`src/hdl/trace_cfg.svh`:
```
// Trace funnel sizes and APB register offsets

`ifndef TRACE_CFG_SVH
`define TRACE_CFG_SVH

`define TRACE_NUM_CORES        8
`define TRACE_CORES_PER_BRANCH 4
`define TRACE_DATA_W           32
`define TRACE_RAM_DEPTH        64
`define TRACE_PTR_W            6
`define TRACE_APB_ADDR_W       12
`define TRACE_DATA_RD_WAIT     3

// Register map
`define REG_CONTROL  12'h000
`define REG_DISINPUT 12'h004
`define REG_VIDMAP   12'h008
`define REG_WP       12'h00C
`define REG_RP       12'h010
`define REG_DATA     12'h014
`define REG_NUMSRCS  12'h018

`endif

```
`src/hdl/tracePkg.sv`:
```
// Shared types of the trace funnel
// Core vectors, ids, pointers, APB words and the readout state

`include "trace_cfg.svh"

package tracePkg;

  typedef logic [`TRACE_NUM_CORES-1:0]          coreVec_t;
  typedef logic [$clog2(`TRACE_NUM_CORES)-1:0]  coreId_t;
  typedef coreId_t [`TRACE_NUM_CORES-1:0]       vidMap_t;
  typedef logic [`TRACE_DATA_W-1:0]             traceWord_t;
  typedef logic [`TRACE_PTR_W-1:0]              ramPtr_t;
  typedef logic [$clog2(`TRACE_NUM_CORES):0]    srcCount_t;
  typedef logic [`TRACE_APB_ADDR_W-1:0]         apbAddr_t;
  typedef logic [31:0]                          apbData_t;

  // DATA register readout sequence
  typedef enum logic [1:0] {
    RdIdle,
    RdAccess,
    RdWait,
    RdDone
  } rdState_e;

endpackage

```
`src/hdl/funnelRegs.sv`:
```
// APB register block of the trace funnel
// Control, disable and map registers plus the DATA readout sequencer

`timescale 1ns/1ns
`include "trace_cfg.svh"

module funnelRegs
  import tracePkg::*;
(
  input  logic       clk_i,
  input  logic       reset_i,
  input  logic       psel_i,
  input  logic       penable_i,
  input  logic       pwrite_i,
  input  apbAddr_t   paddr_i,
  input  apbData_t   pwdata_i,
  input  srcCount_t  numSrcs_i,
  input  ramPtr_t    wp_i,
  input  logic       wrapped_i,
  input  logic       full_i,
  input  traceWord_t ramData_i,
  output apbData_t   prdata_o,
  output logic       pready_o,
  output logic       pslverr_o,
  output logic       active_o,
  output logic       wrap_o,
  output coreVec_t   fuseEn_o,
  output coreVec_t   disInput_o,
  output vidMap_t    vidMap_o,
  output logic       wpClear_o,
  output logic       rpLoad_o,
  output ramPtr_t    rpValue_o,
  output logic       rdPop_o
);

  rdState_e rdState;
  rdState_e rdNext;
  ramPtr_t  rdPtr;
  logic     accessPhase;
  logic     isData;
  logic     dataRead;
  logic     addrHit;
  logic     roWrite;
  logic     regWr;

  assign accessPhase = psel_i & penable_i;
  assign isData      = paddr_i == `REG_DATA;
  assign dataRead    = accessPhase & ~pwrite_i & isData;
  assign addrHit     = (paddr_i == `REG_CONTROL) | (paddr_i == `REG_DISINPUT) |
                       (paddr_i == `REG_VIDMAP) | (paddr_i == `REG_WP) |
                       (paddr_i == `REG_RP) | isData | (paddr_i == `REG_NUMSRCS);
  assign roWrite     = pwrite_i & (isData | (paddr_i == `REG_NUMSRCS));

  // DATA reads finish on the third access cycle, everything else on the first
  assign pready_o  = dataRead ? (rdState == RdDone) : accessPhase;
  assign pslverr_o = pready_o & (~addrHit | roWrite);
  assign regWr     = pready_o & pwrite_i & ~pslverr_o;

  assign wpClear_o = regWr & (paddr_i == `REG_WP);
  assign rpLoad_o  = regWr & (paddr_i == `REG_RP);
  assign rpValue_o = pwdata_i[$bits(ramPtr_t)-1:0];
  assign rdPop_o   = dataRead & (rdState == RdAccess);

  // --------------------------------------------------------------------
  // Readout sequencer
  // --------------------------------------------------------------------
  always_comb begin
    rdNext = rdState;
    case (rdState)
      RdIdle:   if (psel_i & ~penable_i & ~pwrite_i & isData) rdNext = RdAccess;
      RdAccess: rdNext = RdWait;
      RdWait:   rdNext = RdDone;
      RdDone:   rdNext = RdIdle;
      default:  rdNext = RdIdle;
    endcase
  end

  always_ff @(posedge clk_i) begin
    if (reset_i) begin
      rdState <= RdIdle;
      rdPtr   <= '0;
    end else begin
      rdState <= rdNext;
      // Shadow of the RAM read pointer for readback
      if (rpLoad_o) rdPtr <= rpValue_o;
      else if (rdPop_o) rdPtr <= rdPtr + ramPtr_t'(1);
    end
  end

  // --------------------------------------------------------------------
  // Control registers
  // --------------------------------------------------------------------
  always_ff @(posedge clk_i) begin
    if (reset_i) begin
      active_o   <= 1'b0;
      wrap_o     <= 1'b0;
      fuseEn_o   <= '0;
      disInput_o <= '0;
      vidMap_o   <= '0;
    end else if (regWr) begin
      case (paddr_i)
        `REG_CONTROL: begin
          active_o <= pwdata_i[0];
          wrap_o   <= pwdata_i[1];
          fuseEn_o <= pwdata_i[15:8];
        end
        `REG_DISINPUT: disInput_o <= pwdata_i[7:0];
        `REG_VIDMAP:   vidMap_o   <= vidMap_t'(pwdata_i[$bits(vidMap_t)-1:0]);
        default: ;
      endcase
    end
  end

  always_comb begin
    case (paddr_i)
      `REG_CONTROL:  prdata_o = apbData_t'({fuseEn_o, 6'b0, wrap_o, active_o});
      `REG_DISINPUT: prdata_o = apbData_t'(disInput_o);
      `REG_VIDMAP:   prdata_o = apbData_t'(vidMap_o);
      `REG_WP:       prdata_o = apbData_t'({full_i, wrapped_i, 2'b0, wp_i});
      `REG_RP:       prdata_o = apbData_t'(rdPtr);
      `REG_DATA:     prdata_o = apbData_t'(ramData_i);
      `REG_NUMSRCS:  prdata_o = apbData_t'(numSrcs_i);
      default:       prdata_o = '0;
    endcase
  end

  readyInAccess: assert property (@(posedge clk_i) disable iff (reset_i)
    $rose(pready_o) |-> psel_i && penable_i);

endmodule

```
`src/hdl/harvestMap.sv`:
```
// Core harvesting map
// Physical enable vector from fuses, virtual ids and disables, plus its count

`timescale 1ns/1ns

module harvestMap
  import tracePkg::*;
(
  input  logic      clk_i,
  input  logic      reset_i,
  input  logic      active_i,
  input  coreVec_t  fuseEn_i,
  input  coreVec_t  disInput_i,
  input  vidMap_t   vidMap_i,
  output coreVec_t  enabledSrcs_o,
  output srcCount_t numSrcs_o
);

  coreVec_t  enNext;
  srcCount_t cntNext;

  // A physical core is live when fused in and its virtual id is not disabled
  always_comb begin
    enNext  = '0;
    cntNext = '0;
    for (int p = 0; p < $bits(coreVec_t); p++) begin
      enNext[p] = active_i & fuseEn_i[p] & ~disInput_i[vidMap_i[p]];
      cntNext   = cntNext + srcCount_t'(enNext[p]);
    end
  end

  always_ff @(posedge clk_i) begin
    if (reset_i) begin
      enabledSrcs_o <= '0;
      numSrcs_o     <= '0;
    end else begin
      enabledSrcs_o <= enNext;
      numSrcs_o     <= cntNext;
    end
  end

  countMatchesVector: assert property (@(posedge clk_i) disable iff (reset_i)
    numSrcs_o == srcCount_t'($countones(enabledSrcs_o)));

endmodule

```
`src/hdl/branchMerge.sv`:
```
// First funnel stage
// Filters branch valids by the enable vector and merges north before south

`timescale 1ns/1ns
`include "trace_cfg.svh"

module branchMerge
  import tracePkg::*;
(
  input  logic                                clk_i,
  input  logic                                reset_i,
  input  logic [`TRACE_CORES_PER_BRANCH-1:0]  northVld_i,
  input  logic [`TRACE_CORES_PER_BRANCH-1:0]  southVld_i,
  input  traceWord_t                          northData_i,
  input  traceWord_t                          southData_i,
  input  coreVec_t                            enabledSrcs_i,
  input  logic                                ramStop_i,
  output logic                                wrVld_o,
  output traceWord_t                          wrData_o,
  output logic                                traceBp_o
);

  localparam int unsigned Cpb = `TRACE_CORES_PER_BRANCH;

  logic       northHit;
  logic       southHit;
  logic       slotVld;
  traceWord_t slotData;

  // North is branch 0, so it owns the low half of the enables
  assign northHit  = (|(northVld_i & enabledSrcs_i[Cpb-1:0])) & ~ramStop_i;
  assign southHit  = (|(southVld_i & enabledSrcs_i[2*Cpb-1:Cpb])) & ~ramStop_i;
  assign traceBp_o = slotVld | ramStop_i;

  always_ff @(posedge clk_i) begin
    if (reset_i) begin
      wrVld_o <= 1'b0;
      slotVld <= 1'b0;
    end else begin
      wrVld_o <= slotVld | northHit | southHit;
      // South waits one cycle when both branches fire together
      slotVld <= ~slotVld & northHit & southHit;
    end
  end

  always_ff @(posedge clk_i) begin
    if (slotVld) begin
      wrData_o <= slotData;
    end else if (northHit) begin
      wrData_o <= northData_i;
    end else if (southHit) begin
      wrData_o <= southData_i;
    end
    if (northHit & southHit) begin
      slotData <= southData_i;
    end
  end

  noValidUnderBp: assert property (@(posedge clk_i) disable iff (reset_i)
    traceBp_o |-> !(|northVld_i) && !(|southVld_i));

endmodule

```
`src/hdl/traceRamWriter.sv`:
```
// Second funnel stage
// Trace RAM with stop or wrap write pointer and auto-incrementing read port

`timescale 1ns/1ns
`include "trace_cfg.svh"

module traceRamWriter
  import tracePkg::*;
(
  input  logic       clk_i,
  input  logic       reset_i,
  input  logic       wrVld_i,
  input  traceWord_t wrData_i,
  input  logic       active_i,
  input  logic       wrap_i,
  input  logic       wpClear_i,
  input  logic       rpLoad_i,
  input  ramPtr_t    rpValue_i,
  input  logic       rdPop_i,
  output ramPtr_t    wp_o,
  output logic       wrapped_o,
  output logic       full_o,
  output logic       ramStop_o,
  output traceWord_t ramData_o
);

  localparam ramPtr_t LastEntry = ramPtr_t'(`TRACE_RAM_DEPTH - 1);

  traceWord_t ram [`TRACE_RAM_DEPTH];
  ramPtr_t    rdPtr;
  logic       wrEn;
  logic       atLast;

  assign wrEn   = wrVld_i & active_i & ~full_o;
  assign atLast = wp_o == LastEntry;

  // Stop the merge stage one word early so nothing new lands on a full RAM
  assign ramStop_o = full_o | (wrEn & atLast & ~wrap_i);

  // --------------------------------------------------------------------
  // Write pointer
  // --------------------------------------------------------------------
  always_ff @(posedge clk_i) begin
    if (reset_i) begin
      wp_o      <= '0;
      wrapped_o <= 1'b0;
      full_o    <= 1'b0;
    end else if (wpClear_i) begin
      wp_o      <= '0;
      wrapped_o <= 1'b0;
      full_o    <= 1'b0;
    end else if (wrEn) begin
      wp_o <= wp_o + ramPtr_t'(1);
      if (atLast) begin
        wrapped_o <= wrapped_o | wrap_i;
        full_o    <= ~wrap_i;
      end
    end
  end

  // Read pointer
  always_ff @(posedge clk_i) begin
    if (reset_i) begin
      rdPtr <= '0;
    end else if (rpLoad_i) begin
      rdPtr <= rpValue_i;
    end else if (rdPop_i) begin
      rdPtr <= rdPtr + ramPtr_t'(1);
    end
  end

  // --------------------------------------------------------------------
  // Storage and read holding register
  // --------------------------------------------------------------------
  always_ff @(posedge clk_i) begin
    if (wrEn) begin
      ram[wp_o] <= wrData_i;
    end
    if (rdPop_i) begin
      ramData_o <= ram[rdPtr];
    end
  end

endmodule

```
`src/hdl/traceFunnel.sv`:
```
// Trace funnel top level
// APB register block, harvest map and the merge and RAM write stages

`timescale 1ns/1ns
`include "trace_cfg.svh"

module traceFunnel
  import tracePkg::*;
(
  input  logic                                clk_i,
  input  logic                                reset_i,
  input  logic                                psel_i,
  input  logic                                penable_i,
  input  logic                                pwrite_i,
  input  apbAddr_t                            paddr_i,
  input  apbData_t                            pwdata_i,
  output apbData_t                            prdata_o,
  output logic                                pready_o,
  output logic                                pslverr_o,
  input  logic [`TRACE_CORES_PER_BRANCH-1:0]  northVld_i,
  input  traceWord_t                          northData_i,
  input  logic [`TRACE_CORES_PER_BRANCH-1:0]  southVld_i,
  input  traceWord_t                          southData_i,
  output logic                                traceBp_o,
  output coreVec_t                            enabledSrcs_o
);

  logic       active;
  logic       wrap;
  coreVec_t   fuseEn;
  coreVec_t   disInput;
  vidMap_t    vidMap;
  srcCount_t  numSrcs;
  logic       wpClear;
  logic       rpLoad;
  ramPtr_t    rpValue;
  logic       rdPop;
  ramPtr_t    wp;
  logic       wrapped;
  logic       full;
  logic       ramStop;
  traceWord_t ramData;
  logic       wrVld;
  traceWord_t wrData;

  funnelRegs u_regs (
    .clk_i      (clk_i),
    .reset_i    (reset_i),
    .psel_i     (psel_i),
    .penable_i  (penable_i),
    .pwrite_i   (pwrite_i),
    .paddr_i    (paddr_i),
    .pwdata_i   (pwdata_i),
    .numSrcs_i  (numSrcs),
    .wp_i       (wp),
    .wrapped_i  (wrapped),
    .full_i     (full),
    .ramData_i  (ramData),
    .prdata_o   (prdata_o),
    .pready_o   (pready_o),
    .pslverr_o  (pslverr_o),
    .active_o   (active),
    .wrap_o     (wrap),
    .fuseEn_o   (fuseEn),
    .disInput_o (disInput),
    .vidMap_o   (vidMap),
    .wpClear_o  (wpClear),
    .rpLoad_o   (rpLoad),
    .rpValue_o  (rpValue),
    .rdPop_o    (rdPop)
  );

  harvestMap u_harvest (
    .clk_i         (clk_i),
    .reset_i       (reset_i),
    .active_i      (active),
    .fuseEn_i      (fuseEn),
    .disInput_i    (disInput),
    .vidMap_i      (vidMap),
    .enabledSrcs_o (enabledSrcs_o),
    .numSrcs_o     (numSrcs)
  );

  branchMerge u_merge (
    .clk_i         (clk_i),
    .reset_i       (reset_i),
    .northVld_i    (northVld_i),
    .southVld_i    (southVld_i),
    .northData_i   (northData_i),
    .southData_i   (southData_i),
    .enabledSrcs_i (enabledSrcs_o),
    .ramStop_i     (ramStop),
    .wrVld_o       (wrVld),
    .wrData_o      (wrData),
    .traceBp_o     (traceBp_o)
  );

  traceRamWriter u_ramWriter (
    .clk_i     (clk_i),
    .reset_i   (reset_i),
    .wrVld_i   (wrVld),
    .wrData_i  (wrData),
    .active_i  (active),
    .wrap_i    (wrap),
    .wpClear_i (wpClear),
    .rpLoad_i  (rpLoad),
    .rpValue_i (rpValue),
    .rdPop_i   (rdPop),
    .wp_o      (wp),
    .wrapped_o (wrapped),
    .full_o    (full),
    .ramStop_o (ramStop),
    .ramData_o (ramData)
  );

endmodule

```
`config.mk`:
```
export PLATFORM = sky130hd
export DESIGN_NAME = traceFunnel
export DESIGN_NICKNAME = d
export VERILOG_FILES = /design/src/hdl/tracePkg.sv /design/src/hdl/funnelRegs.sv /design/src/hdl/harvestMap.sv /design/src/hdl/branchMerge.sv /design/src/hdl/traceRamWriter.sv /design/src/hdl/traceFunnel.sv
export VERILOG_INCLUDE_DIRS = /design/src /design/src/hdl
export SDC_FILE = /design/constraint.sdc
export NUM_CORES = 2
export LEC_CHECK = 0
export BUFFER_PORTS_ARGS = -buffer_cell sky130_fd_sc_hd__clkbuf_2
export CAP_MARGIN = 20
export CORE_UTILIZATION = 43
export CTS_CLUSTER_DIAMETER = 100
export DETAILED_ROUTE_END_ITERATION = 6
export HOLD_SLACK_MARGIN = 0.05
export PLACE_DENSITY = 0.57
export SYNTH_ARGS = -nofsm -noshare
export SYNTH_HDL_FRONTEND = slang
export SYNTH_HIERARCHICAL = 1
export SYNTH_SLANG_ARGS = --single-unit
```
`constraint.sdc`:
```
create_clock -name clk_i -period 7.3 [get_ports clk_i]
set_input_delay 1.46 -clock clk_i [delete_from_list [all_inputs] [get_ports clk_i]]
set_output_delay 1.46 -clock clk_i [all_outputs]
set_load 0.02 [all_outputs]
```
### Word-level counts from Yosys, hierarchy flattened

Memories as Yosys holds them, arrays and structs flattened. A register that Yosys moved wholly into a read port is not among the register bits.
Index checks and enable logic that the tools add are counted.

| storage, ports and cells | value |
|---|---|
| flip-flop bits (word level) | 142 |
| bits in latches | 0 |
| bits in writable memories | 2,048 |
| ROM bits | 0 |
| output and inout port bits | 43 |
| word-level logic and storage cells | 163 |
| memories | 1 |

| operators by class | value |
|---|---|
| add/sub/neg operators | 10 |
| multiply operators | 0 |
| divide/modulo/power cells | 0 |
| magnitude comparators | 8 |
| eq/ne operators | 11 |
| shifts and indexed selects | 0 |
| mux-type cells | 29 |
| bitwise operators | 69 |
| reduce and logical (&&, ||, !) cells | 11 |

Memories:

| name | words | bits a word | rd ports | clocked after Yosys merged registers in | write ports | RTL line | source |
|---|---|---|---|---|---|---|---|
| u_ramWriter.ram | 64 | 32 | 1 | 1 | 1 | traceRamWriter.sv:29 | `` traceWord_t ram [`TRACE_RAM_DEPTH]; `` |

Operators with widths:

| cell | count |
|---|---|
| $pmux W32 S7 | 1 |
| $mux W32 | 3 |
| $and A1 B1 Y1 | 38 |
| $eq A12 B5 Y1 const B | 3 |
| $lt A3 B4 Y1 const B | 8 |
| $add A4 B1 Y4 | 6 |
| $bmux W1 S3 | 8 |
| $eq A12 B4 Y1 const B | 2 |
| $mux W6 | 4 |
| $add A6 B1 Y6 const B | 3 |
| $not A1 Y1 | 16 |
| $or A1 B1 Y1 | 13 |
| $eq A12 B3 Y1 const B | 1 |
| $logic_not A12 Y1 | 1 |
| $mux W1 | 11 |
| $and A4 B4 Y4 | 2 |
| $pmux W2 S4 | 1 |
| $reduce_and A2 Y1 | 4 |
| $reduce_or A4 Y1 | 2 |
| $eq A6 B6 Y1 const B | 1 |
| $eq A2 B2 Y1 const B | 2 |
| $reduce_bool A3 Y1 | 1 |
| $add A1 B1 Y2 | 1 |
| $eq A2 B1 Y1 const B | 1 |
| 5 further kinds | 5 |

### Logic depth before layout (Yosys ltp)

| depth | value |
|---|---|
| depth after elaboration | 14 |
| depth in mapped cells | 14 |
| gate-level depth less buffers | 13 |

### Hierarchy

The synthesis kept the hierarchy.

By module, submodules not included:

| module | times used | cells each | area each (µm²) |
|---|---|---|---|
| traceRamWriter | 1 | 3,785 | 80,343.3 |
| branchMerge | 1 | 231 | 2,961.6 |
| funnelRegs | 1 | 369 | 2,889.0 |
| harvestMap | 1 | 112 | 1,158.6 |

### Worst setup path before layout

No wires, ideal clock.

| timing path | value |
|---|---|
| path kind | input-to-output |
| start | input port paddr_i[9] |
| end | output port prdata_o[6] |
| arrival time | 3.163 ns |
| slack | 2.677 ns |
| stages | 4 |
| path through | nor4_1 -> nand3_1 -> clkbuf_1 -> o21ai_0 |

| between the ends | value |
|---|---|
| cells in the longest elaborated chain, start to end | 2 |
| elaborated cells between the ends (all ways) | 8 |

RTL lines:

| item | RTL line | source |
|---|---|---|
| from (decl) | traceFunnel.sv:15 | `input apbAddr_t paddr_i,` |
| $eq A12 B5 Y1, or another cell as far along | funnelRegs.sv:115 | `case (paddr_i)` |
| $pmux W32 S7 * | funnelRegs.sv:115 |  |
| to (decl) | traceFunnel.sv:17 | `output apbData_t prdata_o,` |

Every way passes the cells marked *; elsewhere a longest branch is shown, timed or not.

### Final worst setup path

| timing path | value |
|---|---|
| start | input port paddr_i[3] |
| end | output port prdata_o[15] |

Same word-level chain as after synthesis.

==> flow_metrics.env <==
export IMPL_outcome="completed"
export IMPL_initial_core_util_pct=43.26
export IMPL_cts_tree="done"
export IMPL_synth_area_leaders="edfxtp_1 74%, mux4_2 9.2%, mux2i_1 4.8%"
export IMPL_root_buffer="clkbuf_16"
export IMPL_dp_final_hpwl_um=130900
export IMPL_p_per_area_nw_per_um2=250.2
export IMPL_grt_pass1_vias=44670
export IMPL_dpl_cell_area_um2=91880
export IMPL_remaining_drc_errors=0
export IMPL_synth_top_area_share_pct=73.70
export IMPL_synth_common_cells="2144 x edfxtp_1, 423 x mux2i_1, 356 x mux4_2"
export IMPL_cpMostUsedCell="clkbuf_2"
export IMPL_hold_buffers=0
export IMPL_portBuffers=155
export IMPL_clock_path_buffers=3
export IMPL_arrival_ns=3.97
export IMPL_synth_seq_cells=2222
export IMPL_antenna_cells=0
export IMPL_cts_setup_buffers=0
export IMPL_drt_pass1_iterations=7
export IMPL_cp_num_cells=7
export IMPL_rsz0062_at_grt="false"
export IMPL_rr_endpoint="u_harvest/numSrcs_o[2]"
export IMPL_antenna_found_initial=6
export IMPL_critPathTopFamily="simple AND/OR/NAND/NOR gates"
export IMPL_critPathMaxStageDelay_ns=0.65
export IMPL_postRouteAntennaNets=0
export IMPL_ys_types=69
export IMPL_drive_gt1_share_pct=22.64
export IMPL_total_power_mw=24.71
export IMPL_layoutNonFillerInstCount=7610
export IMPL_worst_path_max_delay_cell="nor2b_1"
export IMPL_synthesis_yosys_warnings=6
export IMPL_die_y_um=452.7
export IMPL_maxSlewHeadroom_pct=28.52
export IMPL_irDropWorstVdd_v=0.0002321
export IMPL_rows=165
export IMPL_path_cells="clkbuf_2, nor2b_1, and4_1, buf_4, a222oi_1, inv_1, clkbuf_2"
export IMPL_synthArstFlopShare_pct=0
export IMPL_syn_to_final_growth_pct=13.08
export IMPL_hp_start="u_ramWriter/wrapped_o"
export IMPL_utilization_pct=48.92
export IMPL_gp_congestion=0.8141
export IMPL_syn_cell_area_um2=87350
export IMPL_crit_buf_inv=4
export IMPL_reg2reg_slack_ns=3.23
export IMPL_clk_pin_slew_ns=0.06
export IMPL_avgSynthCellArea_um2=19.42
export IMPL_die_area_um2=205000
export IMPL_setup_viol=0
export IMPL_design_area_um2=98780
export IMPL_endpoint="prdata_o[15]"
export IMPL_wl_um=237600
export IMPL_crit_required_ns=5.84
export IMPL_drt_iter0_markers=5006
export IMPL_syn_inst=4497
export IMPL_grt_overflow_total=0
export IMPL_setup_worst_path_class="primary input to primary output"
export IMPL_synth_nets=4633
export IMPL_placed_cells=7202
export IMPL_hold_violations=0
export IMPL_p_leak_nw=29.49
export IMPL_nets=4891
export IMPL_worstReg2RegStart="u_regs/disInput_o[4]"
export IMPL_fmax_mhz=184.3
export IMPL_synthFlopType="edfxtp_1"
export IMPL_synth_edf_count=2144
export IMPL_insertion_delay_ns=0.85
export IMPL_ys_seq_area_share_pct=75.49
export IMPL_drv_cap=0
export IMPL_fin_crit_ns=5.426
export IMPL_viasPerCell=5.976
export IMPL_crit_path_start="paddr_i[3]"
export IMPL_wire_per_inst_um=31.22
export IMPL_cts_repair_resized=0
export IMPL_cts_buffers=220
export IMPL_gr_usage_all_layers_pct=22.93
export IMPL_finClkSkew_ns=0.02991
export IMPL_num_vias=45480
export IMPL_reg2reg_depth=13
export IMPL_worst_pin_slew_ns=1.061
export IMPL_cp_max_fo=23
export IMPL_synth_most_common_cell="edfxtp_1"
export IMPL_grt_max_degree=116
export IMPL_placeableCoreArea_um2=201900
export IMPL_min_period_over_period_pct=74.33
export IMPL_finalSetupTns_ns=0
export IMPL_dieWidth_um=452.7
export IMPL_end_kind="primary output"
export IMPL_pin_count=164
export IMPL_drv_slew=0
export IMPL_cts_sinks=2222
export IMPL_htreeDepth=4
export IMPL_cp_start_kind="primary input"
export IMPL_grt_pass1_wl_um=334900
export IMPL_yosysTopAreaCell="edfxtp_1"
export IMPL_hp_class="register to register"
[worst min-delay path, cell delays in order (launching register included)]
cell and delay [ns]:
dfxtp_1 0.33, nor2_1 0.05, nor2_1 0.07
[through the flow]
step	setup WS (ns)	hold WS [ns]
2_1_floorplan	2.677	0.4409
3_3_place_gp	2.012	0.4667
3_5_place_dp	1.928	0.4677
4_1_cts	1.924	0.4816
5_1_grt	1.746	0.5098
6_report	1.874	0.4763
[power by group]
| part | switching, mW | total [mW] | internal, mW | leakage (nW) |
|---|---|---|---|---|
| Clock | 4.77 | 10.9 | 6.10 | 3.34 |
| Sequential | 0.0000420 | 13.8 | 13.8 | 19.9 |
| Combinational | 0.0488 | 0.0843 | 0.0355 | 6.26 |
[registers in the layout (all words and copies together), names as in the netlist, 2 cells and up]
name                     cells
u_ramWriter/wp_o             6
u_ramWriter/ram           2048
u_regs/vidMap_o             24
u_merge/wrData_o            32
u_harvest/numSrcs_o          4
u_merge/slotData            32
u_ramWriter/ramData_o       32
u_regs/rdPtr                 6
u_ramWriter/rdPtr            6
u_regs/rdState               2
u_regs/fuseEn_o              8
u_harvest/enabledSrcs_o      8
u_regs/disInput_o            8
[cell families (layout without fill, tap and decap cells)]
| family | after synthesis | in the layout | share of synthesized area, % |
|---|---|---|---|
| xor gates and xnor gates | 11 | 11 | 0.1103 |
| adders and majority gates | 15 | 15 | 0.2492 |
| DFF | 2222 | 2222 | 75.49 |
| and+or+nand+nor | 438 | 438 | 2.378 |
| muxes | 827 | 827 | 14.64 |
| AOI/OAI and AO/OA | 643 | 643 | 5.141 |
| buffers and inverters | 341 | 782 | 1.987 |
[how the worst min path moves through the flow]
stage               cells after the start                     to  slack [ns]
floorplan                               2  u_ramWriter/wrapped_o        0.44
global placement                        2  u_ramWriter/wrapped_o        0.47
detailed placement                      2  u_ramWriter/wrapped_o        0.47
CTS                                     2  u_ramWriter/wrapped_o        0.48
global route                            2  u_ramWriter/wrapped_o        0.51
finish                                  2  u_ramWriter/wrapped_o        0.48
[layout by cell type, fill, tap and decap left out, types with 45 or more instances in the layout]
cell type	instances
a211oi_1	45
a21oi_1	123
a22oi_1	82
buf_4	156
clkbuf_1	58
clkbuf_16	225
clkbuf_2	155
clkinv_1	58
dfxtp_1	71
edfxtp_1	2144
inv_1	51
mux2_2	48
mux2i_1	423
mux4_2	356
nand2_1	144
nand3_1	47
nor2_1	54
nor2_4	63
o21ai_0	108
[layer usage]
metal | routed length [um] | share of wire [%] | GRT usage [%]
met3 | 15430 | 6.5 | 3.449
met5 | 0 | 0 | 0
met2 | 114400 | 48 | 36.53
met1 | 102000 | 43 | 33.05
met4 | 5689 | 2.4 | 6.017
[layout make-up]
cell class,instances,area [um2]
Fill cell,16470,103100
Sequential cell,2222,65960
Multi-Input combinational cell,1934,20210
Clock buffer,288,5906
Tap cell,2672,3343
Timing Repair Buffer,325,2222
Clock inverter,117,939.7
Inverter,52,195.2
(Power assumes the default switching activity.)
